File: config.mk
export PLATFORM = sky130hd
export DESIGN_NAME = dma_term_top
export DESIGN_NICKNAME = d
export VERILOG_FILES = /design/src/dma_xfer_pkg.sv /design/src/dma_bus_pkg.sv /design/src/dma_legalizer.sv /design/src/dma_byte_buffer.sv /design/src/dma_init_write.sv /design/src/dma_term_top.sv
export VERILOG_INCLUDE_DIRS = /design/src
export SDC_FILE = /design/constraint.sdc
export NUM_CORES = 1
export LEC_CHECK = 0
export BUFFER_PORTS_ARGS = -buffer_cell sky130_fd_sc_hd__buf_2
export CAP_MARGIN = 15
export CORE_MARGIN = 2
export CORE_UTILIZATION = 36
export DETAILED_ROUTE_END_ITERATION = 8
export GPL_ROUTABILITY_DRIVEN = 0
export PLACE_DENSITY = 0.55
export REMOVE_ABC_BUFFERS = 1
export SYNTH_ARGS = -nofsm -noshare
export SYNTH_HDL_FRONTEND = slang
export SYNTH_SLANG_ARGS = --single-unit
File: constraint.sdc
create_clock -name clk_i -period 13 [get_ports clk_i]
set_clock_uncertainty 0.1 [all_clocks]
set_input_delay 2.6 -clock clk_i [delete_from_list [all_inputs] [get_ports clk_i]]
set_output_delay 2.6 -clock clk_i [all_outputs]
set_load 0.02 [all_outputs]
File: src/dma_settings.svh
/*
 * Global sizes of the DMA write termination subsystem.
 * Included by the packages and by every module that sizes a port or a FIFO.
 */

`ifndef DMA_SETTINGS_SVH
`define DMA_SETTINGS_SVH

// Bytes per bus word, also the number of byte lanes
`define DMA_STRB_W 4

// Byte address width on the transfer and port side
`define DMA_ADDR_W 16

// Transfer id width
`define DMA_ID_W 3

// Transfer length width in bytes
`define DMA_LEN_W 8

// Entries per lane FIFO and in the last-flag FIFO
`define DMA_BUF_DEPTH 4

`endif

File: src/dma_xfer_pkg.sv
/*
 * Transfer-side types: requests from the host, aligned beats from the
 * legalizer and per-beat completions back to the host.
 */

`include "dma_settings.svh"

package dma_xfer_pkg;

    // Basic fields
    typedef logic [`DMA_ADDR_W-1:0] addr_t;
    typedef logic [`DMA_LEN_W-1:0] len_t;
    typedef logic [`DMA_ID_W-1:0] id_t;
    // Byte lane index inside one bus word
    typedef logic [$clog2(`DMA_STRB_W)-1:0] offs_t;

    // One transfer request
    typedef struct packed {
        addr_t dst_addr;
        len_t  length;
        id_t   id;
    } xfer_req_t;

    // One word-aligned beat
    typedef struct packed {
        // Word address, byte address without the lane bits
        addr_t addr;
        id_t   id;
        // First valid lane
        offs_t offset;
        // Lane after the last valid one, zero means up to the word end
        offs_t tailer;
        logic  last;
    } beat_t;

    // Completion of one beat
    typedef struct packed {
        id_t  id;
        logic err;
        logic last;
    } done_t;

    // Legalizer FSM
    typedef enum logic {
        IDLE,
        BUSY
    } legal_state_e;

endpackage

File: src/dma_bus_pkg.sv
/*
 * Termination-port types: bytes, words and strobes of the bus, plus the
 * request and response channel bundles of the simple write port.
 */

`include "dma_settings.svh"

package dma_bus_pkg;

    typedef logic [7:0] byte_t;
    typedef logic [`DMA_STRB_W*8-1:0] data_t;
    typedef logic [`DMA_STRB_W-1:0] strb_t;

    // Write channel payload
    typedef struct packed {
        logic [`DMA_ADDR_W-1:0] addr;
        logic [`DMA_ID_W-1:0]   id;
        data_t                  data;
        strb_t                  strb;
    } term_chan_t;

    // Manager to target
    typedef struct packed {
        logic       req_valid;
        term_chan_t req_chan;
        logic       rsp_ready;
    } term_req_t;

    // Target to manager, one response per accepted write
    typedef struct packed {
        logic                 req_ready;
        logic                 rsp_valid;
        logic [`DMA_ID_W-1:0] rsp_id;
        logic                 rsp_err;
    } term_rsp_t;

endpackage

File: src/dma_legalizer.sv
/*
 * Input side of the write termination path. Takes one transfer request at a
 * time and cuts it into word-aligned beats with offset and tailer lanes.
 */

`timescale 1ns/100ps

`include "dma_settings.svh"

module dma_legalizer import dma_xfer_pkg::*; (
    input  logic      clk_i,
    input  logic      reset_i,
    input  xfer_req_t xfer_i,
    input  logic      xfer_valid_i,
    output logic      xfer_ready_o,
    output beat_t     beat_o,
    output logic      beat_valid_o,
    input  logic      beat_ready_i
);

    legal_state_e state_q;

    // Current byte address, bytes still to send and the latched id
    addr_t addr_q;
    len_t  remain_q;
    id_t   id_q;

    offs_t offset;
    // Bytes from offset to the end of the current word
    len_t  span;
    logic  is_last;

    // ------------------------------
    // Beat generation
    // ------------------------------
    assign offset  = addr_q[$bits(offs_t)-1:0];
    assign span    = len_t'(`DMA_STRB_W) - len_t'(offset);
    // Final beat once the rest fits into this word
    assign is_last = (remain_q <= span);

    assign xfer_ready_o = (state_q == IDLE);
    assign beat_valid_o = (state_q == BUSY);

    assign beat_o.addr   = addr_t'(addr_q >> $bits(offs_t));
    assign beat_o.id     = id_q;
    assign beat_o.offset = offset;
    // End lane wraps to zero on a word boundary
    assign beat_o.tailer = is_last ? offset + offs_t'(remain_q) : '0;
    assign beat_o.last   = is_last;

    // ------------------------------
    // State and counters
    // ------------------------------
    always_ff @(posedge clk_i) begin
        if (reset_i) begin
            state_q <= IDLE;
        end else begin
            case (state_q)
                IDLE: begin
                    if (xfer_valid_i) begin
                        state_q <= BUSY;
                    end
                end
                BUSY: begin
                    if (beat_ready_i && is_last) begin
                        state_q <= IDLE;
                    end
                end
                default: begin
                    state_q <= IDLE;
                end
            endcase
        end
    end

    always_ff @(posedge clk_i) begin
        if (xfer_valid_i && xfer_ready_o) begin
            addr_q   <= xfer_i.dst_addr;
            remain_q <= xfer_i.length;
            id_q     <= xfer_i.id;
        end else if (beat_valid_o && beat_ready_i) begin
            // Round up to the next word boundary
            addr_q   <= (addr_q | addr_t'(`DMA_STRB_W - 1)) + addr_t'(1);
            remain_q <= remain_q - span;
        end
    end

endmodule

File: src/dma_byte_buffer.sv
/*
 * Per-lane byte buffer between the source stream and the init writer.
 * Each lane is its own small FIFO, pushed by strobe and popped by mask.
 */

`timescale 1ns/100ps

`include "dma_settings.svh"

module dma_byte_buffer import dma_bus_pkg::*; (
    input  logic                    clk_i,
    input  logic                    reset_i,
    input  data_t                   in_data_i,
    input  strb_t                   in_strb_i,
    input  logic                    in_valid_i,
    output logic                    in_ready_o,
    output byte_t [`DMA_STRB_W-1:0] buf_data_o,
    output strb_t                   buf_valid_o,
    input  strb_t                   buf_pop_i
);

    localparam int unsigned ptr_w = $clog2(`DMA_BUF_DEPTH);
    localparam int unsigned cnt_w = $clog2(`DMA_BUF_DEPTH + 1);

    strb_t lane_full;
    strb_t lane_push;
    // Low in the first cycle out of reset
    logic  run_q;

    always_ff @(posedge clk_i) begin
        if (reset_i) begin
            run_q <= 1'b0;
        end else begin
            run_q <= 1'b1;
        end
    end

    // Stall if any lane this word writes is full
    assign in_ready_o = run_q & ~|(in_strb_i & lane_full);
    assign lane_push  = (in_valid_i && in_ready_o) ? in_strb_i : '0;

    // ------------------------------
    // Lane FIFOs
    // ------------------------------
    for (genvar l = 0; l < `DMA_STRB_W; l++) begin : gen_lane
        byte_t            mem_q [`DMA_BUF_DEPTH];
        logic [ptr_w-1:0] wr_ptr_q;
        logic [ptr_w-1:0] rd_ptr_q;
        logic [cnt_w-1:0] cnt_q;
        logic             pop;

        assign pop = buf_pop_i[l] & (cnt_q != '0);

        // Pointers wrap naturally, depth is a power of two
        always_ff @(posedge clk_i) begin
            if (reset_i) begin
                wr_ptr_q <= '0;
                rd_ptr_q <= '0;
                cnt_q    <= '0;
            end else begin
                if (lane_push[l]) begin
                    wr_ptr_q <= wr_ptr_q + 1'b1;
                end
                if (pop) begin
                    rd_ptr_q <= rd_ptr_q + 1'b1;
                end
                cnt_q <= cnt_q + cnt_w'(lane_push[l]) - cnt_w'(pop);
            end
        end

        always_ff @(posedge clk_i) begin
            if (lane_push[l]) begin
                mem_q[wr_ptr_q] <= in_data_i[l*8 +: 8];
            end
        end

        assign lane_full[l]   = (cnt_q == cnt_w'(`DMA_BUF_DEPTH));
        assign buf_valid_o[l] = (cnt_q != '0);
        // Head of the lane
        assign buf_data_o[l]  = mem_q[rd_ptr_q];
    end

endmodule

File: src/dma_init_write.sv
/*
 * Output side of the write termination path. Waits for all lanes of a beat
 * in the buffer, issues one masked word write and turns port responses
 * into beat completions.
 */

`timescale 1ns/100ps

`include "dma_settings.svh"

module dma_init_write import dma_xfer_pkg::*, dma_bus_pkg::*; (
    input  beat_t                   beat_i,
    input  logic                    beat_valid_i,
    output logic                    beat_ready_o,
    input  byte_t [`DMA_STRB_W-1:0] buf_data_i,
    input  strb_t                   buf_valid_i,
    output strb_t                   buf_pop_o,
    output term_req_t               term_req_o,
    input  term_rsp_t               term_rsp_i,
    output done_t                   done_o,
    output logic                    done_valid_o,
    input  logic                    done_ready_i,
    input  logic                    clk_i,
    input  logic                    reset_i
);

    localparam int unsigned ptr_w = $clog2(`DMA_BUF_DEPTH);
    localparam int unsigned cnt_w = $clog2(`DMA_BUF_DEPTH + 1);

    strb_t head_mask;
    strb_t tail_mask;
    // Lanes this beat writes
    strb_t mask_out;
    logic  ready_to_write;
    logic  write_happening;
    data_t data_masked;

    // Last-flag FIFO
    logic             lf_mem_q [`DMA_BUF_DEPTH];
    logic [ptr_w-1:0] lf_wr_q;
    logic [ptr_w-1:0] lf_rd_q;
    logic [cnt_w-1:0] lf_cnt_q;
    logic             lf_full;
    logic             lf_pop;

    // ------------------------------
    // Lane mask
    // ------------------------------
    assign head_mask = '1 << beat_i.offset;
    assign tail_mask = (beat_i.tailer != '0) ? ('1 >> (`DMA_STRB_W - beat_i.tailer)) : '1;
    assign mask_out  = head_mask & tail_mask;

    // Beat present, all its lanes buffered, room to track the response
    assign ready_to_write = beat_valid_i & ((buf_valid_i & mask_out) == mask_out)
        & (buf_valid_i != '0) & ~lf_full;
    assign write_happening = ready_to_write & term_rsp_i.req_ready;

    assign beat_ready_o = write_happening;
    assign buf_pop_o    = write_happening ? mask_out : '0;

    // Zero every byte outside the mask
    always_comb begin
        data_masked = '0;
        for (int i = 0; i < `DMA_STRB_W; i++) begin
            data_masked[i*8 +: 8] = mask_out[i] ? buf_data_i[i] : 8'h00;
        end
    end

    // ------------------------------
    // Port request
    // ------------------------------
    assign term_req_o.req_valid     = ready_to_write;
    assign term_req_o.req_chan.addr = beat_i.addr;
    assign term_req_o.req_chan.id   = beat_i.id;
    assign term_req_o.req_chan.data = ready_to_write ? data_masked : '0;
    assign term_req_o.req_chan.strb = ready_to_write ? mask_out : '0;
    // Response back-pressure comes straight from the host
    assign term_req_o.rsp_ready     = done_ready_i;

    // ------------------------------
    // Responses
    // ------------------------------
    assign lf_full = (lf_cnt_q == cnt_w'(`DMA_BUF_DEPTH));
    assign lf_pop  = term_rsp_i.rsp_valid & done_ready_i;

    always_ff @(posedge clk_i) begin
        if (reset_i) begin
            lf_wr_q  <= '0;
            lf_rd_q  <= '0;
            lf_cnt_q <= '0;
        end else begin
            if (write_happening) begin
                lf_wr_q <= lf_wr_q + 1'b1;
            end
            if (lf_pop) begin
                lf_rd_q <= lf_rd_q + 1'b1;
            end
            lf_cnt_q <= lf_cnt_q + cnt_w'(write_happening) - cnt_w'(lf_pop);
        end
    end

    always_ff @(posedge clk_i) begin
        if (write_happening) begin
            lf_mem_q[lf_wr_q] <= beat_i.last;
        end
    end

    // Responses come back in write order
    assign done_valid_o = term_rsp_i.rsp_valid;
    assign done_o.id    = term_rsp_i.rsp_id;
    assign done_o.err   = term_rsp_i.rsp_err;
    assign done_o.last  = lf_mem_q[lf_rd_q];

endmodule

File: src/dma_term_top.sv
/*
 * Top of the DMA write termination path. Chains the legalizer, the byte
 * buffer and the init writer between the host side and the port.
 */

`timescale 1ns/100ps

`include "dma_settings.svh"

module dma_term_top import dma_xfer_pkg::*, dma_bus_pkg::*; (
    input  logic      clk_i,
    input  logic      reset_i,
    // Transfer requests
    input  xfer_req_t xfer_i,
    input  logic      xfer_valid_i,
    output logic      xfer_ready_o,
    // Lane-aligned source stream
    input  data_t     in_data_i,
    input  strb_t     in_strb_i,
    input  logic      in_valid_i,
    output logic      in_ready_o,
    // Termination port
    output term_req_t term_req_o,
    input  term_rsp_t term_rsp_i,
    // Beat completions
    output done_t     done_o,
    output logic      done_valid_o,
    input  logic      done_ready_i
);

    beat_t                   beat;
    logic                    beat_valid;
    logic                    beat_ready;
    byte_t [`DMA_STRB_W-1:0] buf_data;
    strb_t                   buf_valid;
    strb_t                   buf_pop;

    dma_legalizer u_dma_legalizer (
        .clk_i        (clk_i),
        .reset_i      (reset_i),
        .xfer_i       (xfer_i),
        .xfer_valid_i (xfer_valid_i),
        .xfer_ready_o (xfer_ready_o),
        .beat_o       (beat),
        .beat_valid_o (beat_valid),
        .beat_ready_i (beat_ready)
    );

    dma_byte_buffer u_dma_byte_buffer (
        .clk_i       (clk_i),
        .reset_i     (reset_i),
        .in_data_i   (in_data_i),
        .in_strb_i   (in_strb_i),
        .in_valid_i  (in_valid_i),
        .in_ready_o  (in_ready_o),
        .buf_data_o  (buf_data),
        .buf_valid_o (buf_valid),
        .buf_pop_i   (buf_pop)
    );

    dma_init_write u_dma_init_write (
        .beat_i       (beat),
        .beat_valid_i (beat_valid),
        .beat_ready_o (beat_ready),
        .buf_data_i   (buf_data),
        .buf_valid_i  (buf_valid),
        .buf_pop_o    (buf_pop),
        .term_req_o   (term_req_o),
        .term_rsp_i   (term_rsp_i),
        .done_o       (done_o),
        .done_valid_o (done_valid_o),
        .done_ready_i (done_ready_i),
        .clk_i        (clk_i),
        .reset_i      (reset_i)
    );

endmodule

Word-level counts from Yosys, hierarchy flattened --
Memory sizes are Yosys's and may differ from the RTL's. A register that Yosys moved wholly into a read port is not among the register bits. Index checks and enable logic that the tools add are counted. W data, S select, Z words.
Word-level totals: register bits 64, bits in writable memories 132, input port bits 74, output and inout bits 65, word-level logic and storage cells 125, memories kept 5
Operators by class: add/sub/neg operators 25, $lt $le $gt $ge 1, eq/ne operators 6, shift-type cells 2, muxes and demuxes 38, bitwise operators 15, reductions and logical operators 13
Memory list:
- u_dma_byte_buffer.gen_lane[0].mem_q | depth 4, bits a word 8, rd ports 1, clocked after Yosys merged registers in 1, write ports 1, line dma_byte_buffer.sv:46 | byte_t mem_q [`DMA_BUF_DEPTH];
- u_dma_byte_buffer.gen_lane[1].mem_q | depth 4, bits a word 8, rd ports 1, clocked after Yosys merged registers in 1, write ports 1, line dma_byte_buffer.sv:46
- u_dma_byte_buffer.gen_lane[2].mem_q | depth 4, bits a word 8, rd ports 1, clocked after Yosys merged registers in 1, write ports 1, line dma_byte_buffer.sv:46
- u_dma_byte_buffer.gen_lane[3].mem_q | depth 4, bits a word 8, rd ports 1, clocked after Yosys merged registers in 1, write ports 1, line dma_byte_buffer.sv:46
- u_dma_init_write.lf_mem_q | depth 4, bits a word 1, rd ports 1, clocked after Yosys merged registers in 1, write ports 1, line dma_init_write.sv:39 | logic lf_mem_q [`DMA_BUF_DEPTH];
Operators with widths (count):
- $mux W8 | 6
- $mux W16 | 2
- $mux W32 | 1
- $shr A4 B32 Y4 const A | 1
- $mux W2 | 11
- $add A2 B1 Y2 const B | 10
- $add A16 B1 Y16 const B | 1
- $mux W4 | 4
- $add A3 B1 Y3 | 5
- $eq A3 B3 Y1 const B | 5
- $sub A3 B1 Y3 | 5
- $mux W1 | 13
- $and A4 B4 Y4 | 3
- $reduce_bool A3 Y1 | 4
- $and A1 B1 Y1 | 10
- $le A8 B8 Y1 | 1
- $sub A3 B2 Y4 const A | 2
- $sub A8 B8 Y8 | 1
- $eq A4 B4 Y1 | 1
- $logic_and A1 B1 Y1 | 4
- $reduce_bool A2 Y1 | 2
- $reduce_bool A4 Y1 | 1
- $reduce_or A4 Y1 | 1
- $shl A4 B2 Y4 const A | 1
- 4 further kinds | 5

Longest topological paths before layout --
Gate-level depths: netlist of the first run.
depth in word-level cells 17, mapped depth 23

Cells and area by module --
A second synthesis of the first run with hierarchy kept.
Second synthesis, totals: cell total of the unflattened synthesis 662, area total of the unflattened synthesis 9372.7 um^2
By module, submodules not included:
- dma_byte_buffer | times used 1, cells each 366, area an instance 6563.8 um^2
- dma_legalizer | times used 1, cells each 160, area an instance 1630.3 um^2
- dma_init_write | times used 1, cells each 136, area an instance 1178.6 um^2

Worst setup path after synthesis of the first run --
OpenSTA, ideal clock, no wires.
path kind reg-to-output, start register u_dma_legalizer.addr_q[1], end output term_req_o[29] (netlist bit), arrival time 3.821 ns, required time 10.300 ns, setup slack 6.479 ns, cell stages (with the launch flop) 13, path buffers 1, cells stage by stage edfxtp_1 inv_1 ha_1 clkbuf_1 inv_1 ha_1 a211o_1 a211oi_1 nand2_1 ha_1 o31ai_1 nor3_1 and2_1
RTL lines:
- start, declared | line dma_legalizer.sv:24 | addr_t addr_q;
- start signal, assigned | line dma_legalizer.sv:78 | addr_q <= xfer_i.dst_addr;
- start signal, assigned | line dma_legalizer.sv:83 | addr_q <= (addr_q | addr_t'(`DMA_STRB_W - 1)) + addr_t'(1);
- end, declared | line dma_term_top.sv:23 | output term_req_t term_req_o,

==> results.cfg, run 1 <==
[place]
post-dp-hpwl_um = 12500
port_buffers = 128
pre_cts_ws_ps = 5430
place_area_um2 = 10000
place_inst = 1058

[timing]
finalCritPeriodShare_pct = 60.0
slew-limit-headroom_pct = 27.9
drv_slew = 0
worst_slew_pin_slew_ps = 1070
setup_slack_ps = 5200
setup_tns_ps = 0
rsz0062_at_grt = false
period_minus_slack_ps = 7800
holdWs_ps = 427
setup_viol = 0
max_freq_ghz = 0.128
hold_viol_final = 0

[clocking]
cts-root-buf = clkbuf_16
postCtsSetupBuffers = 0
cts_tree = yes
clock_latency_ps = 510
clockBufferDepth = 3
post_cts_resized = 0
clock-sinks = 206
cts_made_buffers = 25
h-tree-depth = 1
cts_hold_buf = 0
clkTransAtPathRegs_ps = 60

[synthesis]
async_flop_share_pct = 0
synth_flop_cell = edfxtp_1
synth_cell_types = 46
syn_area_um2 = 9210
ys_seq_area_share_pct = 62.1
synth_top_cell_area_share_pct = 51.9
synth.area.top_cells = edfxtp_1 (52%), dfxtp_1 (10%), mux4_2 (8.1%), ha_1 (5.3%), xnor2_1 (2.8%)
syn_area_per_cell_um2 = 14.3
synth_edf_count = 159
synth_area_leader_cell = edfxtp_1
ys_seq_elements = 206
synth-warning-count = 0
synthCells = 645

[grt]
antenna_found_initial = 2
global_route.overflow_total = 0
grt_pass1_vias = 5481
grt_util_met2_pct = 23.4
grt_start_max_net_pins = 49
grt_use_met3_pct = 3.11
grtUsageTotal_pct = 13.6
busiest_layer = met2
grt.met1_usage_pct = 17.4
grt_pass1_wl_um = 28700

[critical_path]
worstPathMaxFanout = 13
worstPathRequired_ps = 10300
path_class = flop to output port
cp_common_cell = ha_1
crit_arrival_ps = 5100
cp-end-kind = output port
critPathSlowestCell = nor3_1
crit_path_max_incr_delay_ps = 890
startpoint_type = flop
crit_chain = inv_1, ha_1, inv_1, ha_1, a211o_1, a211oi_1, nand2_1, ha_1, o31ai_1, nor3_1, and2_1, buf_2

[route]
ant_nets = 0
vias = 5200
wl_per_cell_um = 16.1
drt_first_pass_iters = 4
routed_wl_um = 17900
dr.first_iter.drc_count = 277
via_per_inst = 4.70
drc = 0

[job]
cap_violations = 0

[pwr]
p_leak_nw = 4.13
finalPower_mw = 1.49
vdd_drop_max_mv = 0.0731
pwr_density_cell_nw_per_um2 = 138

[floorplanning]
die_w_um = 164
pin_count = 139
die_y_um = 164
core-area_um2 = 25200
start_util_pct = 36.6
rows = 58
die-area_um2 = 26900

[final_layout]
layout_common_cells = edfxtp_1 (159), buf_2 (128), dfxtp_1 (47)
fin_area_um2 = 10800
fin_nets = 875
drive_above_1_share_pct = 27.5
area_growth_pct = 17.3
layout_commonest_cell = edfxtp_1
layoutNonFillerInstCount = 1107
final_core_util_pct = 42.9

[hold_path]
hp-class = flop to flop

[status]
status = finished, final reports clean
-- area by class of cell --
class / instances / area [um^2]
well taps: 330 / 413
multi-input cells: 346 / 3050
diodes: 2 / 5.00
inverters: 46 / 173
clock buffers: 31 / 648
clock inverters: 15 / 126
fillers: 2319 / 14400
repair buffers: 131 / 671
flip-flops and latches: 206 / 5720
-- final timing paths --
kind	to	slack, ps	cells after the start	startpoint
min reg2reg	u_dma_byte_buffer.gen_lane[1].rd_ptr_q[1]	430	3	u_dma_byte_buffer.gen_lane[1].rd_ptr_q[1]
min	u_dma_byte_buffer.gen_lane[1].rd_ptr_q[1]	430	3	u_dma_byte_buffer.gen_lane[1].rd_ptr_q[1]
max	term_req_o[33]	5200	12	u_dma_legalizer.addr_q[1]
max reg2reg	u_dma_byte_buffer.gen_lane[2].cnt_q[2]	6930	19	u_dma_legalizer.addr_q[1]
-- cells in the mapped netlist (2+ instances only) --
cell,count
edfxtp_1,159
dfxtp_1,47
inv_1,46
ha_1,39
nor2_1,39
nand2_1,34
mux4_2,33
and2_1,31
xnor2_1,29
and3_1,26
buf_4,26
o21ai_0,21
clkbuf_1,13
xor2_1,12
nor2b_1,10
nand3_1,9
nor3_1,9
buf_1,7
fa_1,6
mux2i_1,5
nor4_1,4
a21oi_1,3
or3_4,3
or4bb_1,3
a211oi_1,2
a21o_1,2
buf_2,2
mux2_2,2
nand4_1,2
nor3_2,2
nor4b_1,2
or3_1,2
or4b_2,2
-- cell families after synthesis --
group | synth area share, %
DFF | 62.1
other | 0.0407
and+or+nand+nor | 10.9
muxes | 9.02
AOI/OAI and AO/OA | 2.58
buffers and inverters | 4.92
adders and majority gates | 6.60
xor gates and xnor gates | 3.90
-- layer usage --
layer,routed length (um),up-vias
li1,-,2511
met1,7720,2528
met2,8740,132
met3,999,27
met4,394,2
met5,13,-
-- sequential cells by signal, indices dropped and copies added, names as in the netlist, 3 cells and up, named ones only --
register                             cells
u_dma_legalizer.id_q                     3
u_dma_byte_buffer.gen_lane.wr_ptr_q      8
u_dma_byte_buffer.gen_lane.rd_ptr_q      8
u_dma_legalizer.remain_q                 8
u_dma_byte_buffer.gen_lane.cnt_q        12
u_dma_byte_buffer.gen_lane.mem_q       128
u_dma_init_write.lf_cnt_q                3
u_dma_init_write.lf_mem_q                4
u_dma_legalizer.addr_q                  16
-- critical path, delay by kind of cell, from the launching register on --
family	cells	cell delay, ps
AO/OA/AOI/OAI	3	1210
adder cells (fa/ha/maj)	3	1160
buffers and inverters	3	400
flip-flops	1	490
AND/OR/NAND/NOR	3	1310
-- where the power goes --
| part | leakage (nW) | internal, mW | total [mW] | switching (mW) |
|---|---|---|---|---|
| clock | 0.373 | 0.392 | 0.648 | 0.256 |
| sequential | 1.83 | 0.730 | 0.743 | 0.0132 |
| combinational | 1.93 | 0.0443 | 0.103 | 0.0582 |
| total | 4.13 | 1.17 | 1.49 | 0.327 |
No activity file was read; power rests on OpenSTA's default activity.
==> run 2: changes to the inputs <==
--- a/config.mk
+++ b/config.mk
@@ -12,7 +12,7 @@
 export CORE_UTILIZATION = 36
 export DETAILED_ROUTE_END_ITERATION = 8
 export GPL_ROUTABILITY_DRIVEN = 0
-export PLACE_DENSITY = 0.55
+export PLACE_DENSITY = 0.57
 export REMOVE_ABC_BUFFERS = 1
 export SYNTH_ARGS = -nofsm -noshare
 export SYNTH_HDL_FRONTEND = slang
==> constraint.sdc (replaced) <==
create_clock -name clk_i -period 6.6 [get_ports clk_i]
set_clock_uncertainty 0.1 [all_clocks]
set_input_delay 1.32 -clock clk_i [delete_from_list [all_inputs] [get_ports clk_i]]
set_output_delay 1.32 -clock clk_i [all_outputs]
set_load 0.02 [all_outputs]
==> results.cfg, run 2 (synthesis results as in run 1) <==
[status]
status = finished, final reports clean

[critical_path]
path_class = flop to output port
startpoint_type = flop
worstPathMaxFanout = 16
cp-end-kind = output port
cp_common_cell = ha_1
critPathSlowestCell = o31ai_1
worstPathRequired_ps = 5180
crit_path_max_incr_delay_ps = 620
crit_chain = inv_1, ha_1, inv_1, ha_1, a211o_1, a211oi_1, buf_4, nand2b_1, ha_1, o31ai_1, nor3_4, buf_4, and3_1, buf_2
crit_arrival_ps = 4520

[final_layout]
largestRegisters = u_dma_byte_buffer.gen_lane.mem_q (128), u_dma_legalizer.addr_q (16), u_dma_byte_buffer.gen_lane.cnt_q (12)
layout_common_cells = edfxtp_1 (159), buf_2 (128), dfxtp_1 (47)
largest_reg_flops = 128
layout_commonest_cell = edfxtp_1
fin_area_um2 = 10800
final_core_util_pct = 43.0
drive_above_1_share_pct = 28.0
layoutNonFillerInstCount = 1109
fill_cells = 2319
area_growth_pct = 17.5
fin_nets = 880
top_register = u_dma_byte_buffer.gen_lane.mem_q

[place]
place_area_um2 = 10100
place_inst = 1065
pre_cts_ws_ps = 1100
post-dp-hpwl_um = 12100
port_buffers = 128

[floorplanning]
rows = 58
core-area_um2 = 25200
pin_count = 139
die-area_um2 = 26900
die_w_um = 164
start_util_pct = 36.6
die_y_um = 164

[clocking]
cts_made_buffers = 24
postCtsSetupBuffers = 0
clock_latency_ps = 510
post_cts_resized = 0
clockBufferDepth = 3
cts_hold_buf = 0
cts_tree = yes
h-tree-depth = 1
clkTransAtPathRegs_ps = 60
clock-sinks = 206
cts-root-buf = clkbuf_16

[pwr]
finalPower_mw = 2.94
vdd_drop_max_mv = 0.154
p_leak_nw = 4.16
pwr_density_cell_nw_per_um2 = 272

[timing]
setup_viol = 0
setup_slack_ps = 657
hold_viol_final = 0
max_freq_ghz = 0.168
rsz0062_at_grt = false
setup_tns_ps = 0
period_minus_slack_ps = 5940
holdWs_ps = 422
slew-limit-headroom_pct = 30.8
finalCritPeriodShare_pct = 90.0
drv_slew = 0
worst_slew_pin_slew_ps = 1040

[route]
drt_first_pass_iters = 4
wl_per_cell_um = 16.1
drc = 0
vias = 5173
routed_wl_um = 17800
via_per_inst = 4.66
dr.first_iter.drc_count = 253
ant_nets = 0

[job]
cap_violations = 0

[hold_path]
hp-class = flop to flop

[grt]
grt_start_max_net_pins = 49
antenna_found_initial = 2
grt_pass1_vias = 5211
global_route.overflow_total = 0
grt_pass1_wl_um = 27800
grtUsageTotal_pct = 13.3
==> run 2: final timing paths <==
| check | from | to | slack [ps] | cells after the start |
|---|---|---|---|---|
| max | u_dma_legalizer.addr_q[1] | term_req_o[19] | 660 | 14 |
| min | u_dma_init_write.lf_rd_q[1] | u_dma_init_write.lf_rd_q[1] | 420 | 2 |
| max reg2reg | u_dma_legalizer.addr_q[1] | u_dma_byte_buffer.gen_lane[1].cnt_q[2] | 1280 | 21 |
| min reg2reg | u_dma_init_write.lf_rd_q[1] | u_dma_init_write.lf_rd_q[1] | 420 | 2 |
==> run 2: report_power, final <==
part           switching [mW]  internal [mW]
clock network           0.509          0.766
logic                   0.113         0.0878
registers              0.0259           1.44
==> run 2: worst max-delay path, delay by kind of cell (launching register included) <==
kind                     cells  cell delay [ps]
adder cells (fa/ha/maj)      3             1160
AO/OA/AOI/OAI                3             1200
AND/OR/NAND/NOR              3              370
buffers and inverters        5              800
flip-flops                   1              490
==> run 2: cell type report <==
type | instances | area [um^2] | share of cell area (%)
multi-input cells | 346 | 3050 | 28.2
flip-flops and latches | 206 | 5720 | 52.8
clock inverters | 13 | 115 | 1.06
inverters | 46 | 173 | 1.60
well taps | 330 | 413 | 3.82
clock buffers | 30 | 644 | 5.95
repair buffers | 137 | 708 | 6.54
diodes | 1 | 2.50 | 0.0231
==> run 2: routing by layer <==
metal / share of wire [%] / GRT usage, % / up-vias
li1: - / - / 2522
met1: 46 / 17.6 / 2478
met2: 46 / 22.0 / 139
met3: 6.2 / 3.66 / 30
met4: 1.7 / 2.55 / 4
met5: 0.15 / 0 / -
